`src/hdl/xintf_bridge_settings.svh`:
```
`ifndef XINTF_BRIDGE_SETTINGS_SVH
`define XINTF_BRIDGE_SETTINGS_SVH

// Width of the XINTF address bus and of every mailbox RAM address
`define XB_ADDR_W 9

// Width of the XINTF data bus and of every mailbox word
`define XB_DATA_W 16

// Top word of the address map
// A write here rings the doorbell and a read returns the status word
`define XB_DOORBELL_ADDR 511

// Cycles with CS and WE both low before a DSP write is trusted
// The XINTF strobes settle slower than the data lines on the board
`define XB_SETTLE_CNT 3

`endif

```
`src/hdl/xintf_bridge_pkg.sv`:
```
`include "xintf_bridge_settings.svh"

package xintf_bridge_pkg;

	// Transform applied to every word of a job
	typedef enum logic [1:0]
	{
		OP_COPY       = 2'd0,
		OP_INVERT     = 2'd1,
		OP_SWAP       = 2'd2,
		OP_PREFIX_SUM = 2'd3
	} xb_opcode_e;

	// Engine FSM states
	// DRAIN lets the last words leave the read and write stages before ack
	typedef enum logic [1:0]
	{
		ENG_IDLE  = 2'd0,
		ENG_RUN   = 2'd1,
		ENG_DRAIN = 2'd2,
		ENG_ACK   = 2'd3
	} xb_eng_state_e;

	// Command word written by the DSP to the doorbell address
	typedef struct packed
	{
		xb_opcode_e                            opcode;
		logic [`XB_DATA_W-3-`XB_ADDR_W:0]      rsvd;
		logic [`XB_ADDR_W-1:0]                 count;
	} xb_cmd_t;

	// Status word the DSP polls at the doorbell address
	typedef struct packed
	{
		logic       busy;
		logic [6:0] rsvd;
		logic [7:0] jobs;
	} xb_status_t;

endpackage

```
`src/hdl/dpbram_port_if.sv`:
```
`include "xintf_bridge_settings.svh"

// One port of a mailbox block RAM
interface dpbram_port_if;

	logic [`XB_ADDR_W-1:0] addr;
	logic                  ce;
	logic                  we;
	logic [`XB_DATA_W-1:0] din;
	// Read data, valid the cycle after ce was high
	logic [`XB_DATA_W-1:0] dout;

	// The block that owns the port and issues accesses
	modport master
	(
		output addr,
		output ce,
		output we,
		output din,
		input  dout
	);

	// The RAM itself
	modport slave
	(
		input  addr,
		input  ce,
		input  we,
		input  din,
		output dout
	);

endinterface

```
`src/hdl/block_engine.sv`:
```
`include "xintf_bridge_settings.svh"

// FPGA side of the bridge
// Streams a block from the write mailbox, transforms it, stores it in the read mailbox
module block_engine
(
	input  logic                          i_clk,
	input  logic                          i_rst,
	input  logic                          i_req,
	input  xintf_bridge_pkg::xb_cmd_t     i_cmd,
	output logic                          o_ack,
	dpbram_port_if.master                 src,
	dpbram_port_if.master                 dst
);

	import xintf_bridge_pkg::*;

	localparam int ADDR_W = `XB_ADDR_W;
	localparam int DATA_W = `XB_DATA_W;
	localparam int HALF_W = DATA_W / 2;

	xb_eng_state_e      state;
	xb_opcode_e         op_q;
	logic [ADDR_W-1:0]  cnt_q;
	logic [ADDR_W-1:0]  rd_addr;
	logic [ADDR_W-1:0]  rd_addr_q;
	logic [ADDR_W-1:0]  wr_addr_q;
	logic               rd_vld;
	logic               wr_vld;
	logic [DATA_W-1:0]  sum;
	logic [DATA_W-1:0]  result;
	logic [DATA_W-1:0]  wr_data_q;

	// Read stage, one source read per cycle while running
	assign src.addr = rd_addr;
	assign src.ce   = (state == ENG_RUN);
	assign src.we   = 1'b0;
	assign src.din  = '0;

	// Write stage, registered one cycle behind the returned data
	assign dst.addr = wr_addr_q;
	assign dst.ce   = wr_vld;
	assign dst.we   = wr_vld;
	assign dst.din  = wr_data_q;

	assign o_ack = (state == ENG_ACK);

	// Transform of the word returned by the write mailbox
	always_comb
	begin
		case (op_q)
			OP_COPY:       result = src.dout;
			OP_INVERT:     result = ~src.dout;
			OP_SWAP:       result = {src.dout[HALF_W-1:0], src.dout[DATA_W-1:HALF_W]};
			OP_PREFIX_SUM: result = sum + src.dout;
			default:       result = src.dout;
		endcase
	end

	always_ff @(posedge i_clk or negedge i_rst)
	begin
		if (!i_rst)
		begin
			state   <= ENG_IDLE;
			rd_addr <= '0;
			rd_vld  <= 1'b0;
			wr_vld  <= 1'b0;
			sum     <= '0;
		end
		else
		begin
			// Two words in flight, one in the read stage and one in the write stage
			rd_vld <= (state == ENG_RUN);
			wr_vld <= rd_vld;

			// Running sum wraps at the data width
			if (rd_vld)
				sum <= sum + src.dout;

			case (state)
				ENG_IDLE:
				begin
					if (i_req)
					begin
						rd_addr <= '0;
						sum     <= '0;
						// A zero count is out of range, it just acks with no transfers
						state   <= (i_cmd.count == '0) ? ENG_DRAIN : ENG_RUN;
					end
				end
				ENG_RUN:
				begin
					rd_addr <= rd_addr + 1'b1;
					if (rd_addr == cnt_q - 1'b1)
						state <= ENG_DRAIN;
				end
				ENG_DRAIN:
				begin
					// Last result is being written this cycle when the read stage is empty
					if (!rd_vld)
						state <= ENG_ACK;
				end
				ENG_ACK:
				begin
					// Hold ack until the mux drops req
					if (!i_req)
						state <= ENG_IDLE;
				end
				default: state <= ENG_IDLE;
			endcase
		end
	end

	// Job parameters and pipeline payload
	always_ff @(posedge i_clk)
	begin
		if (state == ENG_IDLE && i_req)
		begin
			op_q  <= i_cmd.opcode;
			cnt_q <= i_cmd.count;
		end
		rd_addr_q <= rd_addr;
		wr_addr_q <= rd_addr_q;
		wr_data_q <= result;
	end

endmodule

```
`src/flat_wrapper.sv`:
```
// flat-port wrapper written by rule: the top's interface ports become plain ports
module block_engine_flat import xintf_bridge_pkg::*;
  (i_clk, i_rst, i_req, i_cmd, o_ack, src_addr, src_ce, src_we, src_din, src_dout, dst_addr, dst_ce, dst_we, dst_din, dst_dout);
  dpbram_port_if src_i ();
  dpbram_port_if dst_i ();
  input  logic i_clk;
  input  logic i_rst;
  input  logic i_req;
  input  xintf_bridge_pkg::xb_cmd_t i_cmd;
  output logic o_ack;
  output wire logic [$bits(src_i.addr)-1:0] src_addr;
  output wire logic [$bits(src_i.ce)-1:0] src_ce;
  output wire logic [$bits(src_i.we)-1:0] src_we;
  output wire logic [$bits(src_i.din)-1:0] src_din;
  input wire logic [$bits(src_i.dout)-1:0] src_dout;
  output wire logic [$bits(dst_i.addr)-1:0] dst_addr;
  output wire logic [$bits(dst_i.ce)-1:0] dst_ce;
  output wire logic [$bits(dst_i.we)-1:0] dst_we;
  output wire logic [$bits(dst_i.din)-1:0] dst_din;
  input wire logic [$bits(dst_i.dout)-1:0] dst_dout;
  assign src_addr = src_i.addr;
  assign src_ce = src_i.ce;
  assign src_we = src_i.we;
  assign src_din = src_i.din;
  assign src_i.dout = src_dout;
  assign dst_addr = dst_i.addr;
  assign dst_ce = dst_i.ce;
  assign dst_we = dst_i.we;
  assign dst_din = dst_i.din;
  assign dst_i.dout = dst_dout;
  block_engine u_core (.i_clk(i_clk), .i_rst(i_rst), .i_req(i_req), .i_cmd(i_cmd), .o_ack(o_ack), .src(src_i), .dst(dst_i));
endmodule
```
`config.mk`:
```
export PLATFORM = sky130hd
export DESIGN_NAME = block_engine_flat
export DESIGN_NICKNAME = d
export VERILOG_FILES = /design/src/hdl/xintf_bridge_pkg.sv /design/src/hdl/dpbram_port_if.sv /design/src/hdl/block_engine.sv /design/src/flat_wrapper.sv
export VERILOG_INCLUDE_DIRS = /design/src /design/src/hdl
export SDC_FILE = /design/constraint.sdc
export NUM_CORES = 1
export LEC_CHECK = 0
export BUFFER_PORTS_ARGS = -buffer_cell sky130_fd_sc_hd__buf_2
export CAP_MARGIN = 10
export CORE_UTILIZATION = 48
export CTS_CLUSTER_SIZE = 24
export DETAILED_ROUTE_END_ITERATION = 16
export PLACE_DENSITY = 0.78
export SYNTH_ARGS = -nofsm -noshare
export SYNTH_HDL_FRONTEND = slang
export SYNTH_SLANG_ARGS = --single-unit
```
`constraint.sdc`:
```
create_clock -name i_clk -period 2.8 [get_ports i_clk]
set_clock_uncertainty 0.1 [all_clocks]
set_input_delay 0.56 -clock i_clk [delete_from_list [all_inputs] [get_ports i_clk]]
set_output_delay 0.56 -clock i_clk [all_outputs]
set_load 0.03 [all_outputs]
```
==> flow_summary.toml, run 1 <==
[pwr]
powerDensity_nw_per_um2 = 1100
worst_ir_drop_vdd_mv = 0.567
static-leakage-power_nw = 2.20

[synthesis]
ys_warn_count = 0
async_flop_share_pct = 39.2
ys.flop_type = "dfxtp_1"
ys_seq_elements = 74
synth_enable_flop_cells = 11
syn_area_um2 = 3900
ys_seq_area_share_pct = 44.5
synth_cells = 393
avgSynthCellArea_um2 = 9.93
synth_cell_types = 51

[setup_path]
path_max_fanout = 3
r2r_setup_slack_ns = 0.04
critPathLaunch = "u_core.cnt_q[3]$_DFFE_PP_"
cp-start-kind = "flop"
cp.required_ns = 2.93
r2r_start = "u_core.cnt_q[3]$_DFFE_PP_"
crit_type = "flop to flop"
critical_path_arrival_ns = 2.89
endpoint_kind = "flop"

[grt]
overflow = 0
grt.total_usage_pct = 20.8
antenna_found_initial = 0
grt_pass1_wl_um = 13700
grt_max_degree = 30
grt_pass1_vias = 2910

[routing]
route.detailed.drc = 0
wl_per_cell_um = 14.6
ant_nets = 0
routed_wl_um = 8570
num_vias = 3141
first_iter_violations = 222
viasPerCell = 5.36
firstDrtPassIters = 5

[place]
place.gp.congestion = 0.972
dp_cells = 568
dp_hpwl_um = 6350
place_ws_ns = -0.259
io_buffers = 67

[hold_path]
min_path_type = "input port to async pin"

[clocking]
clock_latency_ns = 0.35
cts_root_buffer = "clkbuf_8"
clockBufferDepth = 2
cts_tree = "done"
holdBufCountCts = 0
h-tree-depth = 3
cts_inserted_buffers = 9
cts.sinks = 74
clk_pin_slew_worst_paths_ns = 0.09

[die]
rows = 32
core_um2 = 7810
die_w_um = 92.2
start_util_pct = 50.0
die_y_um = 92.2
io_pins = 106
die_area_um2 = 8490

[cells_and_area]
final_layout_size_suffix_gt1_share_pct = 24.0
final_cells = 586
num_antenna_cells = 0
final_util_pct = 59.8
nets = 552
fillers = 674
syn_to_final_growth_pct = 19.8

[sta]
finalSetupViolCount = 0
max_freq_mhz = 362
setup_ws_ns = 0.0388
finalCritPeriodShare_pct = 98.6
final.setup.tns_ns = 0
maxSlewHeadroom_pct = 39.2
final_hold_viol_count = 0
slew_violations = 0
fin_crit_ns = 2.76
worst_pin_slew_ns = 0.912

[run]
drv_cap = 0

[outcome]
status = "finished, final reports clean"
[layout by cell type, fill, tap and decap left out, types with 21 or more instances in the layout]
cell type  netlist  layout
ha_1            21      21
nor2_1          38      38
a21oi_1         22      21
dfrtp_1         29      29
mux2i_1         21      21
o21ai_0         21      21
dfxtp_1         34      34
buf_2            0      67
nand2_1         21      21
xnor2_1         22      22
buf_4           18      22
[cell usage after synthesis (all sizes together) (8+ instances only)]
master,count,area [µm²]
nor2,38,143
dfxtp,34,681
dfrtp,29,726
o21ai,25,125
a21oi,22,110
buf,22,150
xnor2,22,193
ha,21,263
mux2i,21,210
nand2,21,78.8
xor2,17,149
edfxtp,11,330
inv,11,41.3
a21o,10,75.1
clkbuf,8,30.0
[logic make-up (layout without fill, tap and decap cells)]
logic type,Yosys count,in the layout,synth area share (%)
XOR/XNOR,39,39,8.76
flip-flops,74,74,44.5
adder cells (fa/ha/maj),22,22,7.25
multiplexers,22,22,5.77
AO/OA/AOI/OAI,92,92,15.1
other,1,17,0.0961
buffers and inverters,41,116,5.68
AND/OR/NAND/NOR,102,102,12.8
[flip-flops by register name, summed over array words and instances (netlist names)]
name              cells
u_core.cnt_q          9
u_core.op_q           2
u_core.dst.addr       9
u_core.state          2
u_core.rd_addr_q      9
u_core.sum           16
u_core.dst.din       16
u_core.rd_vld         1
u_core.dst.ce         1
u_core.src.addr       9
[metal layers]
layer / up-vias / wire length [µm] / track usage [%]
met5: - / 0 / 0
met1: 1489 / 3890 / 28.3
met3: 8 / 514 / 3.40
met2: 102 / 4050 / 33.7
met4: 0 / 113 / 7.16
li1: 1542 / - / -
[per-stage QoR]
stage	hold WS [ns]	total power, W	instance area, µm²
after floorplan	0.164	0.00353	3970
after global placement	0.212	0.00412	4400
after detailed placement	0.212	0.00421	4400
after CTS	0.153	0.00509	4620
after global routing	0.194	0.00549	4670
final	0.157	0.00515	4670
[area by class of cell]
type	count	area, µm²	area share (%)
clock buffer	10	149	3.19
clock inverter	6	53.8	1.15
inverter	11	41.3	0.884
sequential	74	1740	37.2
multi-input combinational	294	2060	44.2
timing repair buffer	89	500	10.7
tap	102	128	2.73
[worst max-delay path: stages (launching register included)]
cell,delay [ns]
edfxtp_1,0.40
or4_4,0.55
or4b_1,0.51
nand3_1,0.11
a31o_1,0.17
o2111ai_2,0.14
a221o_1,0.37
mux2_4,0.30
[timing repair]
action	CTS	global route
setup endpoints to repair	1	9
resized for setup	3	6
setup buffers	1	1
pin swaps	2	4
[power breakdown]
group	leakage [nW]	switching, W	internal [W]
Sequential	0.754	0.000242	0.00144
Combinational	1.34	0.00157	0.00106
Clock	0.103	0.000444	0.000395
[path summary, 6_finish.rpt]
check	endpoint	depth (start not counted)
max	u_core.state[1]$_DFFE_PN0P_	7
min	u_core.sum[1]$_DFF_PN0_	1
max reg2reg	u_core.state[1]$_DFFE_PN0P_	7
min reg2reg	u_core.dst.addr[1]$_DFF_P_	0
max in group asynchronous	u_core.sum[14]$_DFF_PN0_	1
min in group i_clk	u_core.dst.addr[1]$_DFF_P_	0
(Power assumes the default switching activity.)
==> run 2, diff against run 1 <==
--- a/config.mk
+++ b/config.mk
@@ -12,6 +12,7 @@
 export CTS_CLUSTER_SIZE = 24
 export DETAILED_ROUTE_END_ITERATION = 16
 export PLACE_DENSITY = 0.78
+export SETUP_SLACK_MARGIN = 0.15
 export SYNTH_ARGS = -nofsm -noshare
 export SYNTH_HDL_FRONTEND = slang
 export SYNTH_SLANG_ARGS = --single-unit
==> flow_summary.toml, run 2 (synthesis gave the netlist of run 1 again) <==
[die]
die_y_um = 92.2
die_area_um2 = 8490
die_w_um = 92.2
rows = 32
core_um2 = 7810
start_util_pct = 50.0
io_pins = 106

[sta]
setup_ws_ns = 0.101
maxSlewHeadroom_pct = 47.7
finalCritPeriodShare_pct = 96.4
slew_violations = 0
final_hold_viol_count = 0
worst_pin_slew_ns = 0.784
finalSetupViolCount = 0
hold_slack_ns = 0.129
fin_crit_ns = 2.70
rsz0062_at_grt = "yes"
max_freq_mhz = 371

[cells_and_area]
fillers = 681
final_layout_size_suffix_gt1_share_pct = 24.9
area.sequential_um2 = 1740
nets = 550
multi_input_area_um2 = 2090
num_antenna_cells = 0
layout_common_cells = "buf_2, nor2_1, dfxtp_1"
syn_to_final_growth_pct = 19.9
final_util_pct = 59.9
final_common_cell = "buf_2"
final_cells = 584

[setup_path]
critical_path_buf_inv_count = 0
path_cells = "or4_4 > or4b_1 > nand3_1 > a31o_1 > o2111ai_2 > a221o_1 > mux2_4"
cpLargestDelayFamily = "simple AND/OR/NAND/NOR gates"
endpoint_kind = "flop"
cp.required_ns = 2.95
cp-start-kind = "flop"
path_max_fanout = 3
max_stage_delay_ns = 0.53
crit_type = "flop to flop"
crit_path_top_delay_cell = "or4_4"
critical_path_arrival_ns = 2.85

[routing]
ant_nets = 0
route.detailed.drc = 0
viasPerCell = 5.33
firstDrtPassIters = 4
first_iter_violations = 203
num_vias = 3114
routed_wl_um = 8660
wl_per_cell_um = 14.8

[grt]
grt_max_degree = 30
grt_pass1_wl_um = 14100
overflow = 0
grt.total_usage_pct = 21.2
antenna_found_initial = 0
grt_pass1_vias = 2967

[hold_path]
min_path_type = "input port to async pin"

[place]
place_ws_ns = -0.0874
io_buffers = 67
place.gp.congestion = 0.868
dp_hpwl_um = 6370
dp_cells = 566

[clocking]
h-tree-depth = 3
clock_latency_ns = 0.36
clk_pin_slew_worst_paths_ns = 0.09
cts_root_buffer = "clkbuf_8"
cts_inserted_buffers = 9
cts.sinks = 74
cts_tree = "done"
clockBufferDepth = 2

[run]
drv_cap = 0

[outcome]
status = "finished, final reports clean"

[pwr]
worst_ir_drop_vdd_mv = 0.416
powerDensity_nw_per_um2 = 1110
static-leakage-power_nw = 2.18
==> run 2: power breakdown <==
group / leakage (nW) / switching, W / internal (W)
clock: 0.101 / 0.000450 / 0.000392
sequential: 0.754 / 0.000242 / 0.00144
combinational: 1.33 / 0.00160 / 0.00106
==> run 2: area by class of cell <==
type | instances | share of cell area (%)
Tap cell | 102 | 2.73
Clock buffer | 10 | 3.18
Sequential cell | 74 | 37.1
Timing Repair Buffer | 87 | 10.4
Inverter | 11 | 0.883
Multi-Input combinational cell | 294 | 44.6
Clock inverter | 6 | 1.10
==> run 2: metal layers <==
layer	vias up	wire, µm	global-route usage [%]
met2	89	4050	34.5
met1	1471	3990	27.9
met5	-	0	0
met3	10	464	4.06
li1	1544	-	-
met4	0	153	8.46
==> run 2: per-stage QoR <==
| step | power [W] | TNS, ns | area [µm²] |
|---|---|---|---|
| floorplan | 0.00354 | 0 | 3980 |
| global placement | 0.00414 | -0.0527 | 4390 |
| detailed placement | 0.00424 | -0.201 | 4390 |
| CTS | 0.00510 | 0 | 4610 |
| global route | 0.00554 | 0 | 4680 |
| finish | 0.00519 | 0 | 4680 |
==> run 2: worst paths after layout <==
check	start	to	slack [ns]	cells after the start
worst max-delay path	u_core.cnt_q[0]$_DFFE_PP_	u_core.state[1]$_DFFE_PN0P_	0.10	7
worst min-delay path	i_rst	u_core.sum[10]$_DFF_PN0_	0.13	1
worst max register to register	u_core.cnt_q[0]$_DFFE_PP_	u_core.state[1]$_DFFE_PN0P_	0.10	7
worst min register to register	u_core.rd_addr_q[8]$_DFF_P_	u_core.dst.addr[8]$_DFF_P_	0.23	0
max in group asynchronous	i_rst	u_core.sum[14]$_DFF_PN0_	2.03	1
min in group i_clk	u_core.rd_addr_q[8]$_DFF_P_	u_core.dst.addr[8]$_DFF_P_	0.23	0
==> run 2: repair_timing <==
| action | CTS | global route |
|---|---|---|
| resized for setup | 3 | 11 |
| hold buffers | 0 | 0 |
| buffers inserted | 1 | 1 |
| pin swaps | 4 | 8 |
| setup endpoints to repair | 2 | 10 |
